[src/hdl/cache_pkg.sv]
package cache_pkg;

    // Geometry
    localparam int data_width   = 32;
    localparam int set_width    = 3;
    localparam int line_size    = 4;
    localparam int num_ways     = 2;
    localparam int num_sets     = 2 ** set_width;

    // Address fields, low to high: byte, word in line, set, tag
    localparam int byte_width   = 2;
    localparam int offset_width = $clog2(line_size);
    localparam int tag_width    = data_width - set_width - offset_width - byte_width;

    typedef logic [data_width-1:0]   word_t;
    typedef logic [tag_width-1:0]    tag_t;
    typedef logic [set_width-1:0]    set_idx_t;
    typedef logic [offset_width-1:0] word_idx_t;

    // Miss sequence
    typedef enum logic [2:0] {
        idle,
        write_back,
        fetch,
        install,
        update
    } ctrl_state_t;

endpackage
[src/hdl/cache_line_store.sv]
`timescale 1ns/1ps

module cache_line_store (
    input  logic                 clk,
    input  logic                 rst_n,
    input  cache_pkg::tag_t      lookup_tag,
    input  cache_pkg::set_idx_t  lookup_set,
    output logic                 hit,
    output logic                 hit_way,
    output logic                 victim_way,
    output logic                 victim_valid,
    output logic                 victim_dirty,
    output cache_pkg::tag_t      victim_tag,
    input  logic                 rd_way,
    input  cache_pkg::word_idx_t rd_word,
    output cache_pkg::word_t     rd_data,
    input  logic                 wr_en,
    input  logic                 wr_way,
    input  cache_pkg::word_idx_t wr_word,
    input  cache_pkg::word_t     wr_data,
    input  logic                 set_dirty,
    input  logic                 install_en,
    input  logic                 install_way,
    input  logic                 lru_touch,
    input  logic                 touched_way
);

    // Per set, one bit per way
    logic [cache_pkg::num_ways-1:0] valid_q [cache_pkg::num_sets];
    logic [cache_pkg::num_ways-1:0] dirty_q [cache_pkg::num_sets];

    // Per set, the way to replace next
    logic [cache_pkg::num_sets-1:0] lru_q;

    cache_pkg::tag_t  tag_q  [cache_pkg::num_sets][cache_pkg::num_ways];
    cache_pkg::word_t data_q [cache_pkg::num_sets][cache_pkg::num_ways][cache_pkg::line_size];

    logic way0_hit;
    logic way1_hit;

    assign way0_hit = valid_q[lookup_set][0] && (tag_q[lookup_set][0] == lookup_tag);
    assign way1_hit = valid_q[lookup_set][1] && (tag_q[lookup_set][1] == lookup_tag);

    // At most one way matches a given tag
    assign hit     = way0_hit || way1_hit;
    assign hit_way = way1_hit;

    // Empty ways are filled before anything is evicted
    always_comb begin
        if (!valid_q[lookup_set][0]) begin
            victim_way = 1'b0;
        end else if (!valid_q[lookup_set][1]) begin
            victim_way = 1'b1;
        end else begin
            victim_way = lru_q[lookup_set];
        end
    end

    assign victim_valid = valid_q[lookup_set][victim_way];
    assign victim_dirty = dirty_q[lookup_set][victim_way];
    assign victim_tag   = tag_q[lookup_set][victim_way];

    assign rd_data = data_q[lookup_set][rd_way][rd_word];

    always_ff @(posedge clk or negedge rst_n) begin
        if (!rst_n) begin
            for (int s = 0; s < cache_pkg::num_sets; s++) begin
                valid_q[s] <= '0;
                dirty_q[s] <= '0;
            end
            lru_q <= '0;
        end else begin
            if (install_en) begin
                valid_q[lookup_set][install_way] <= 1'b1;
                dirty_q[lookup_set][install_way] <= 1'b0;
            end
            if (wr_en && set_dirty) begin
                dirty_q[lookup_set][wr_way] <= 1'b1;
            end
            // Other way becomes the victim
            if (lru_touch) begin
                lru_q[lookup_set] <= ~touched_way;
            end
        end
    end

    always_ff @(posedge clk) begin
        if (wr_en) begin
            data_q[lookup_set][wr_way][wr_word] <= wr_data;
        end
        if (install_en) begin
            tag_q[lookup_set][install_way] <= lookup_tag;
        end
    end

endmodule

[config.mk]
export PLATFORM = sky130hd
export DESIGN_NAME = cache_line_store
export DESIGN_NICKNAME = d
export VERILOG_FILES = /design/src/hdl/cache_pkg.sv /design/src/hdl/cache_line_store.sv
export SDC_FILE = /design/constraint.sdc
export NUM_CORES = 2
export LEC_CHECK = 0
export ABC_AREA = 1
export BUFFER_PORTS_ARGS = -buffer_cell sky130_fd_sc_hd__buf_2
export CAP_MARGIN = 5
export CORE_ASPECT_RATIO = 1.75
export CORE_MARGIN = 5
export CORE_UTILIZATION = 51
export CTS_BUF_LIST = sky130_fd_sc_hd__clkbuf_8
export CTS_CLUSTER_DIAMETER = 50
export DETAILED_ROUTE_END_ITERATION = 8
export HOLD_SLACK_MARGIN = 0.15
export PLACE_DENSITY = 0.76
export SYNTH_ARGS = -nofsm -noshare
export SYNTH_HDL_FRONTEND = slang
export SYNTH_SLANG_ARGS = --single-unit
[constraint.sdc]
create_clock -name clk -period 6.03 [get_ports clk]
set_input_delay 1.206 -clock clk [delete_from_list [all_inputs] [get_ports clk]]
set_output_delay 1.206 -clock clk [all_outputs]
set_load 0.05 [all_outputs]
==> flow_summary.ini <==
[cts]
clock_tree.root_cell = clkbuf_8
path_clk_slew_ps = 60
h_tree_levels = 5
cts-buffers-inserted = 339
clock_sink_count = 2488
cts_hold_buf = 0
worst_skew_pair.late_latency_ps = 960
clock_tree_from_tritoncts = built
post_cts_resized = 0
post_cts.repair.setup_buffers = 0
clockBufferDepth = 4

[die]
initial_core_util_pct = 51.15
ios = 136
die_w_um = 340.1
die_area_um2 = 199900
fp.coreArea_um2 = 190200
placementRows = 212
die_h_um = 587.7

[yosys]
synth_seq_area_share_pct = 76.60
post_synth_instance_area_um2 = 97280
synthesis.nets = 7557
yosys_most_used_dff = edfxtp_1
combinational_family_with_the_most_area_after_synthesis = simple AND/OR/NAND/NOR gates
yosys.cell_types.count = 43
async_set_reset_flop_share_out_of_synthesis_pct = 1.608
synth_compound_area_share_pct = 5.758
number_of_warnings_printed_during_yosys_synthesis = 0
syn_area_per_cell_um2 = 13.00
post_synth_and_or_nand_nor_area_fraction_pct = 13.85
ys_seq_elements = 2488
post_synth_inst_count = 7483
post_synth_fa_ha_maj_area_fraction_pct = 0
post_synth_mux_area_share_pct = 0
post_synth_edffs = 2448
post_synth_xor_area_fraction_pct = 0

[layout]
nFillCells = 14159
synthToLayoutAreaGrowth_pct = 12.41
post_route_cells_drive_above_1_share_pct = 11.62
num-nets-final = 7921
regArea_um2 = 74510
multi_input_comb_area_um2 = 19700
finalCoreUtilization_pct = 57.50

[worst_setup_path]
worst-setup-path-type = input port to output port
crit_top_cell = nand2_1
cp_slowest_stage_delay_ps = 350
worstSetupEndpointType = output port
critical_path_at_ps = 4120
r2r-end = valid_q[4]
crit_path_cell_trace = buf_8 -> inv_6 -> buf_12 -> buf_4 -> nand2_1 -> nand3_1 -> nand2_1 -> nor2_1 -> nor2_1 -> nor2_1 -> nand2_1 -> nor2_1 -> nand2_1 -> nor2_1 -> nand2_1 -> nand2_1 -> buf_2
timing.critical_path.buf_inv = 5
critPathLaunchType = input port
worst_ep_required_time_ps = 4820
cp_slowest_cell = nor2_1
reg2regPathDepth = 1
path_max_fanout = 63
worst-r2r-setup-slack_ps = 5220
crit-reg2reg-launch = valid_q[4]
path_delay_family = simple AND/OR/NAND/NOR gates

[routing]
avgRoutedWirePerCell_um = 27.84
drc = 3
routed_via_density = 6.107
wire_length_on_met1_um = 88600
drt-initial-drc-count = 8935
totalWireLength_um = 294600
routed-wl-met2_um = 144100
postRouteAntennaNets = 0
via_count = 64611
highest-signal-layer = met5
met3_wirelength_um = 35690
first_pass_iters = 8

[timing]
sum_neg_setup_slack_ps = 0
timing.final.hold_violations = 0
slew-limit-headroom_pct = 12.79
post_route_worst_hold_slack_ps = 380.3
finalSetupViolCount = 0
fin_crit_sh_pct = 88.37
tightestPinTransition_ps = 1305
max_freq_mhz = 187.7
layout_min_cycle_time_ps = 5329
finalClockSkew_ps = 0
final-max-slew-violation-count = 0
grt_setup_unrepaired = no

[placement]
place_congestion = 0.8889
dp.final_hpwl_um = 171000
buffer_ports.inserted = 135

[grt]
first_global_vias = 64875
pin_count_of_the_biggest_net_entering_global_routing = 143
grt-ovfl-total = 0
grt_first_pass_wirelength_um = 421600
grt_util_all_layers_pct = 28.72
antenna_found_initial = 15

[power]
share_of_total_power_in_combinational_logic_pct = 7.3
seqPwrFrac_pct = 56.5
internal_power_mw = 25.90
p_per_area_nw_per_um2 = 311.5
leakage_power_nw = 39.73
p_switching_mw = 8.162
share_clk_of_total_power_pct = 36.2
worst_ir_drop_vdd_v = 0.0001807
swShare_pct = 23.96

[min_path]
timing.hold.worst.class = input port to async pin

[flow_run]
max-cap-violations = 0

[outcome]
run_status = finished, violations left
failing_checks = design-rule violations
-- cell usage after synthesis (28+ instances only) --
| library cell | instances | area (um^2) |
|---|---|---|
| a22oi_1 | 125 | 938.4 |
| nand3_1 | 385 | 1927 |
| buf_2 | 229 | 1146 |
| nand4_1 | 162 | 1013 |
| a21oi_1 | 294 | 1471 |
| a22o_1 | 146 | 1279 |
| clkbuf_1 | 78 | 292.8 |
| nand2_1 | 2154 | 8085 |
| buf_1 | 28 | 105.1 |
| edfxtp_1 | 2448 | 73510 |
| inv_1 | 487 | 1828 |
| o21ai_0 | 128 | 640.6 |
| dfrtp_1 | 40 | 1001 |
| o21ai_1 | 32 | 160.2 |
| nor2_1 | 454 | 1704 |
| a211oi_1 | 62 | 465.5 |
-- metal layers --
| layer | global-route usage, % | vias to the layer above |
|---|---|---|
| li1 | - | 27224 |
| met4 | 20.71 | 4 |
| met1 | 32.19 | 30900 |
| met2 | 48.79 | 5087 |
| met5 | 0 | - |
| met3 | 6.011 | 1396 |
-- metrics by stage --
stage / area (um^2) / setup slack (ps) / power, mW / instances
6_report: 109400 / 701.1 / 34.06 / 10579
5_1_grt: 109300 / 540.6 / 35.03 / 10571
4_1_cts: 109300 / 705.3 / 34.07 / 10567
3_5_place_dp: 103000 / 743.8 / 22.04 / 9967
3_3_place_gp: 103000 / 796.6 / 21.98 / 9967
2_1_floorplan: 97280 / 1527 / 20.84 / 7483
-- flip-flops by register name, summed over array words and instances, names as in the netlist --
name	cells
lru_q	8
data_q	2048
dirty_q	16
tag_q	400
valid_q	16
-- placed cells by master, fill, tap and decap left out, drive strengths merged --
cell type  count
a211oi        62
a21boi         1
a21oi        294
a221oi        26
a22o         146
a22oi        125
a31oi          3
and2           6
and3           8
buf          390
bufinv        16
clkbuf       347
clkinv       134
clkinvlp       8
dfrtp         40
diode         12
edfxtp      2448
inv          590
nand2       2161
nand3        385
nand3b        27
nand4        162
nor2         461
nor3          20
nor4           2
o2111ai        4
o211ai        24
o21ai        160
o21bai         2
o22ai         12
o2bb2ai       10
or2           32
-- area by class of cell --
class                   count  share of cell area (%)
clock buffers             347                   4.367
well taps                2461                   2.816
inverters                 495                   1.728
diodes                     12                 0.02746
repair buffers            390                   3.493
multi-input cells        4133                   18.01
flip-flops and latches   2488                   68.14
clock inverters           253                   1.413
-- worst max-delay path by stage --
| stage | start | end | slack [ps] | depth (start not counted) |
|---|---|---|---|---|
| 6_report | lookup_set[0] | hit | 700 | 17 |
| 4_1_cts | lookup_set[0] | hit | 710 | 17 |
| 5_1_grt | lookup_set[0] | hit | 540 | 17 |
| 3_3_place_gp | lookup_set[0] | rd_data[6] | 800 | 14 |
| 2_1_floorplan | lookup_set[1] | victim_tag[3] | 1530 | 9 |
| 3_5_place_dp | lookup_set[0] | hit | 740 | 17 |
-- logic make-up (layout without fill, tap and decap cells) --
logic type	Yosys count	count (layout)
and+or+nand+nor	3264	3264
DFF	2488	2488
AOI/OAI and AO/OA	869	869
buffers and inverters	862	1485
other	0	12
-- power groups by stage --
| stage | registers (mW) | clock network, mW | logic (mW) |
|---|---|---|---|
| CTS | 19.3 | 12.4 | 2.43 |
| floorplan | 19.6 | 0 | 1.24 |
| global placement | 19.6 | 0 | 2.37 |
| global route | 19.3 | 13.2 | 2.60 |
| finish | 19.3 | 12.3 | 2.48 |
| detailed placement | 19.6 | 0 | 2.42 |
Power figures use the tool's default switching activity.
