--- src/hdl/cache_pkg.sv ---
package cache_pkg;

    // Geometry
    localparam int data_width   = 32;
    localparam int set_width    = 3;
    localparam int line_size    = 4;
    localparam int num_ways     = 2;
    localparam int num_sets     = 2 ** set_width;

    // Address fields, low to high: byte, word in line, set, tag
    localparam int byte_width   = 2;
    localparam int offset_width = $clog2(line_size);
    localparam int tag_width    = data_width - set_width - offset_width - byte_width;

    typedef logic [data_width-1:0]   word_t;
    typedef logic [tag_width-1:0]    tag_t;
    typedef logic [set_width-1:0]    set_idx_t;
    typedef logic [offset_width-1:0] word_idx_t;

    // Miss sequence
    typedef enum logic [2:0] {
        idle,
        write_back,
        fetch,
        install,
        update
    } ctrl_state_t;

endpackage
--- src/hdl/mem_pkg.sv ---
package mem_pkg;

    localparam int mem_words      = 1024;
    localparam int mem_addr_width = $clog2(mem_words);

    // Cycles a request must be steady before the ready pulse
    localparam int mem_latency    = 2;
    localparam int mem_lat_width  = $clog2(mem_latency + 1);

    typedef logic [mem_addr_width-1:0] mem_addr_t;

    // Low bits stay clear so every word address gives a distinct value
    localparam cache_pkg::word_t mem_init_pattern = 32'hc3a5_5800;

    // Content of each word after reset
    function automatic cache_pkg::word_t mem_init_word(mem_addr_t addr);
        return cache_pkg::word_t'(addr) ^ mem_init_pattern;
    endfunction

endpackage

--- src/hdl/l1_cache_ctrl.sv ---
`timescale 1ns/1ps

module l1_cache_ctrl (
    input  logic                 clk,
    input  logic                 rst_n,
    input  logic                 load,
    input  logic                 store,
    input  cache_pkg::word_t     address,
    input  cache_pkg::word_t     data_in,
    output logic                 hit,
    output logic                 miss,
    output logic                 busy,
    output cache_pkg::word_t     data_out,
    output logic                 mem_read,
    output logic                 mem_write,
    output mem_pkg::mem_addr_t   mem_addr,
    output cache_pkg::word_t     mem_write_data,
    input  cache_pkg::word_t     mem_data,
    input  logic                 mem_ready,
    output cache_pkg::tag_t      lookup_tag,
    output cache_pkg::set_idx_t  lookup_set,
    output logic                 rd_way,
    output cache_pkg::word_idx_t rd_word,
    output logic                 wr_en,
    output logic                 wr_way,
    output cache_pkg::word_idx_t wr_word,
    output cache_pkg::word_t     wr_data,
    output logic                 set_dirty,
    output logic                 install_en,
    output logic                 install_way,
    output logic                 lru_touch,
    output logic                 touched_way,
    input  logic                 line_hit,
    input  logic                 hit_way,
    input  logic                 victim_way,
    input  logic                 victim_valid,
    input  logic                 victim_dirty,
    input  cache_pkg::tag_t      victim_tag,
    input  cache_pkg::word_t     rd_data
);

    cache_pkg::ctrl_state_t state;

    // Way being refilled, fixed for the whole miss
    logic way_q;
    cache_pkg::word_idx_t word_cnt;

    cache_pkg::word_idx_t addr_word;
    logic request;
    logic in_idle;
    logic idle_hit;
    logic last_word;
    logic [cache_pkg::data_width-cache_pkg::byte_width-1:0] line_word_addr;

    // Address split
    assign lookup_tag = address[cache_pkg::data_width-1 -: cache_pkg::tag_width];
    assign lookup_set = address[cache_pkg::byte_width+cache_pkg::offset_width +:
                                cache_pkg::set_width];
    assign addr_word  = address[cache_pkg::byte_width +: cache_pkg::offset_width];

    assign request  = load || store;
    assign in_idle  = (state == cache_pkg::idle);
    assign idle_hit = in_idle && line_hit;

    // Processor side
    assign hit      = idle_hit;
    assign miss     = in_idle && request && !line_hit;
    assign busy     = !in_idle;
    assign data_out = rd_data;

    // Idle reads the addressed word, write-back streams the victim line
    assign rd_way  = in_idle ? hit_way : way_q;
    assign rd_word = in_idle ? addr_word : word_cnt;

    // Store hits and fetched words share the word write port
    assign wr_en     = (idle_hit && store) || (state == cache_pkg::fetch && mem_ready);
    assign wr_way    = in_idle ? hit_way : way_q;
    assign wr_word   = in_idle ? addr_word : word_cnt;
    assign wr_data   = in_idle ? data_in : mem_data;
    assign set_dirty = in_idle;

    assign install_en  = (state == cache_pkg::install);
    assign install_way = way_q;

    assign lru_touch   = (idle_hit && request) || (state == cache_pkg::update);
    assign touched_way = in_idle ? hit_way : way_q;

    // Memory side
    assign mem_read       = (state == cache_pkg::fetch);
    assign mem_write      = (state == cache_pkg::write_back);
    assign mem_write_data = rd_data;

    always_comb begin
        if (state == cache_pkg::write_back) begin
            line_word_addr = {victim_tag, lookup_set, word_cnt};
        end else begin
            line_word_addr = {lookup_tag, lookup_set, word_cnt};
        end
    end

    // Only the low word-address bits reach the backing store
    assign mem_addr = mem_pkg::mem_addr_t'(line_word_addr);

    assign last_word = (word_cnt == cache_pkg::word_idx_t'(cache_pkg::line_size - 1));

    always_ff @(posedge clk or negedge rst_n) begin
        if (!rst_n) begin
            state    <= cache_pkg::idle;
            way_q    <= 1'b0;
            word_cnt <= '0;
        end else begin
            case (state)
                cache_pkg::idle: begin
                    if (request && !line_hit) begin
                        way_q    <= victim_way;
                        word_cnt <= '0;
                        if (victim_valid && victim_dirty) begin
                            state <= cache_pkg::write_back;
                        end else begin
                            state <= cache_pkg::fetch;
                        end
                    end
                end

                cache_pkg::write_back: begin
                    if (mem_ready) begin
                        if (last_word) begin
                            word_cnt <= '0;
                            state    <= cache_pkg::fetch;
                        end else begin
                            word_cnt <= word_cnt + 1'b1;
                        end
                    end
                end

                cache_pkg::fetch: begin
                    if (mem_ready) begin
                        if (last_word) begin
                            word_cnt <= '0;
                            state    <= cache_pkg::install;
                        end else begin
                            word_cnt <= word_cnt + 1'b1;
                        end
                    end
                end

                cache_pkg::install: begin
                    state <= cache_pkg::update;
                end

                cache_pkg::update: begin
                    state <= cache_pkg::idle;
                end

                default: begin
                    state <= cache_pkg::idle;
                end
            endcase
        end
    end

endmodule

--- config.mk ---
export PLATFORM = sky130hd
export DESIGN_NAME = l1_cache_ctrl
export DESIGN_NICKNAME = d
export VERILOG_FILES = /design/src/hdl/cache_pkg.sv /design/src/hdl/mem_pkg.sv /design/src/hdl/l1_cache_ctrl.sv
export SDC_FILE = /design/constraint.sdc
export NUM_CORES = 1
export LEC_CHECK = 0
export ABC_AREA = 0
export BUFFER_PORTS_ARGS = -buffer_cell sky130_fd_sc_hd__buf_2
export CORE_AREA = 5 5 119 121
export DETAILED_ROUTE_END_ITERATION = 8
export DIE_AREA = 0 0 124 126
export GPL_TIMING_DRIVEN = 1
export PLACE_DENSITY = 0.57
export SKIP_LAST_GASP = 1
export SYNTH_ARGS = -nofsm -noshare
export SYNTH_HDL_FRONTEND = slang
export SYNTH_SLANG_ARGS = --single-unit
--- constraint.sdc ---
create_clock -name clk -period 2.4 [get_ports clk]
set_clock_uncertainty 0.15 [all_clocks]
set_input_delay 0.72 -clock clk [delete_from_list [all_inputs] [get_ports clk]]
set_output_delay 0.72 -clock clk [all_outputs]
set_load 0.005 [all_outputs]
==> results.py <==
metrics = {
    "power": {
        "p_per_area_mw_per_mm2": 1250,
        "p_leak_uw": 0.00131,
        "ir_worst_vdd_v": 0.000590,
    },
    "synthesis": {
        "syn_nets": 418,
        "synthCells": 254,
        "yosys_register_bits": 6,
        "yosysWarnings": 0,
        "avgSynthCellArea_um2": 6.59,
        "synth_area_mm2": 0.00167,
        "ys_types": 32,
        "ys_seq_area_share_pct": 8.97,
    },
    "setup_path": {
        "cp_top_family": "simple AND/OR/NAND/NOR gates",
        "cp.depth": 5,
        "worst_path_max_delay_cell": "or3_4",
        "crit_required_ns": 1.53,
        "startpoint": "state[2]",
        "end_kind": "output pin",
        "crit_fanout": 6,
        "crit_buf_inv": 2,
        "reg2reg_depth": 5,
        "arrival_ns": 1.56,
        "startpoint_type": "flop",
        "crit_chain": "or3_4 -> clkinv_8 -> and2_4 -> a22o_1 -> buf_2",
        "max_stage_delay_ns": 0.44,
        "crit_type": "flop to output pin",
        "r2r_start": "state[2]",
    },
    "clocking": {
        "clkSlewWorstSetupHoldPaths_ns": 0.03,
        "cts_max_path_buffers": 2,
        "cts_inserted_buffers": 3,
        "worstSkewPairLatency_ns": 0.23,
        "cts_tree": "yes",
        "clkSinkCount": 6,
        "htreeDepth": 1,
        "clockRootBuffer": "clkbuf_16",
    },
    "final_layout": {
        "finalNonFillerCells": 484,
        "finalCoreUtilization_pct": 17.1,
        "antennaDiodeCount": 0,
        "final_layout_size_suffix_gt1_share_pct": 62.3,
        "final_common_cell": "buf_2",
        "areaGrowthSynthToFinish_pct": 32.7,
        "num-nets-final": 474,
        "layout_common_cells": "135 x buf_2, 91 x nand2_1, 13 x buf_6",
    },
    "global_route": {
        "antenna_found_initial": 0,
        "grt_first_pass_wirelength_um": 8260,
        "grt_max_degree": 24,
        "overflow": 0,
        "grt_pass1_vias": 1628,
        "grt.total_usage_pct": 7.01,
    },
    "floorplanning": {
        "start_util_pct": 12.9,
        "pin_count": 314,
        "rows": 42,
        "core_area_mm2": 0.0130,
        "die_area_mm2": 0.0156,
        "die_w_um": 124,
        "die_h_um": 126,
    },
    "placement": {
        "gp_congestion": 0.663,
        "pre_cts_ws_ns": -0.0234,
        "dpl.cell_count": 477,
        "dp_hpwl_um": 5240,
        "io_buffers": 146,
    },
    "run": {
        "maxCapViolCount": 0,
    },
    "detailed_routing": {
        "vias": 1710,
        "drc": 0,
        "viasPerCell": 3.53,
        "avgRoutedWirePerCell_um": 13.3,
        "firstDrtPassIters": 4,
        "wl_um": 6420,
        "drt_iter0_markers": 14,
        "antenna_left": 0,
    },
    "run_status": {
        "status": "finished, violations left",
        "violations": "setup timing",
    },
    "timing": {
        "fmaxAchievable_mhz": 412,
        "setup_viol": 11,
        "worstMarginPinSlew_ns": 0.372,
        "hold_violations": 0,
        "timing.setup.tns_ns": -0.103,
        "final.min_clock_period_ns": 2.43,
        "final.setup.worst_slack_ns": -0.0292,
        "fin_crit_sh_pct": 101,
        "rsz0062_at_grt": "yes",
        "slew_headroom_pct": 74.6,
        "slew_viol_final": 0,
    },
    "worst_hold_path": {
        "min_path_type": "input port to asynchronous set/reset pin",
    },
}
## power breakdown
part | internal [µW] | total (µW) | leakage (µW) | switching [µW]
Combinational | 1150 | 2310 | 0.00119 | 1160
Clock | 214 | 270 | 0.0000370 | 56.1
Sequential | 149 | 190 | 0.0000753 | 40.6
## final timing paths
path	slack, ns	endpoint
setup / recovery	-0.03	wr_en
hold / removal	0.17	word_cnt[1]
setup reg to reg	0.60	install_way
hold reg to reg	0.41	install_way
max in group asynchronous	1.78	install_way
min in group clk	0.41	install_way
## per-layer routing
layer  wire [µm]  track usage [%]
met1        2400             7.98
met3         812             1.39
met4         303             4.45
met2        2900             11.8
met5           0                0
## synthesized netlist by cell type
cell type	n	area [µm²]
a211oi_1	1	7.51
and2_2	1	7.51
xor2_1	1	8.76
a21boi_0	1	7.51
buf_4	100	751
o21ba_2	1	10.0
mux2_1	1	11.3
nor3b_1	1	7.51
buf_6	3	33.8
buf_12	1	20.0
inv_4	1	6.26
o311a_1	1	10.0
mux2_2	5	56.3
and2_1	1	6.26
a32oi_4	1	27.5
a2bb2o_4	1	20.0
nand2_1	106	398
and3_1	3	18.8
ha_1	1	12.5
buf_2	2	10.0
o2bb2ai_1	1	8.76
dfrtp_1	6	150
or2_2	1	6.26
clkbuf_1	3	11.3
nor3b_2	1	12.5
o21ai_0	2	10.0
inv_1	2	7.51
a22o_1	1	8.76
nand3_1	1	5.00
a2111oi_0	1	8.76
a311oi_1	1	8.76
or3_1	1	6.26
## per-stage QoR
| step | hold WS [ns] | power, µW | cell area, µm² |
|---|---|---|---|
| global route | 0.176 | 3030 | 2220 |
| floorplan | 0.274 | 1410 | 1670 |
| finish | 0.165 | 2770 | 2220 |
| global placement | 0.402 | 2080 | 1890 |
| detailed placement | 0.393 | 2090 | 1890 |
| CTS | 0.162 | 2570 | 2030 |
## registers in the layout, indices dropped and copies added, names as in the netlist
name	count
state	3
word_cnt	2
install_way	1
## timing repair
action / CTS / global route
buffers inserted: 1 / 1
pin swaps: 2 / 13
setup endpoints to repair: 48 / 47
hold buffers: 0 / 0
hold endpoints to repair: 0 / 0
gates cloned: 1 / 1
gates resized for setup: 12 / 38
## cells by family (layout without fill, tap and decap cells)
group           Yosys count  count (layout)  share of synthesized area (%)
buf+inv                 112             166                           50.1
compound gates           12              12                           7.62
flops                     6               6                           8.97
simple gates            116             116                           28.0
fa+ha+maj                 1               1                          0.747
mux                       6               6                           4.04
xor+xnor                  1               1                          0.523
## layout make-up
class                   instances  area, µm²
fillers                      1494      10800
repair buffers                160        975
multi-input cells             136        778
well taps                     176        220
flip-flops and latches          6        150
clock buffers                   3       75.1
inverters                       3       23.8
(Power assumes the default switching activity.)
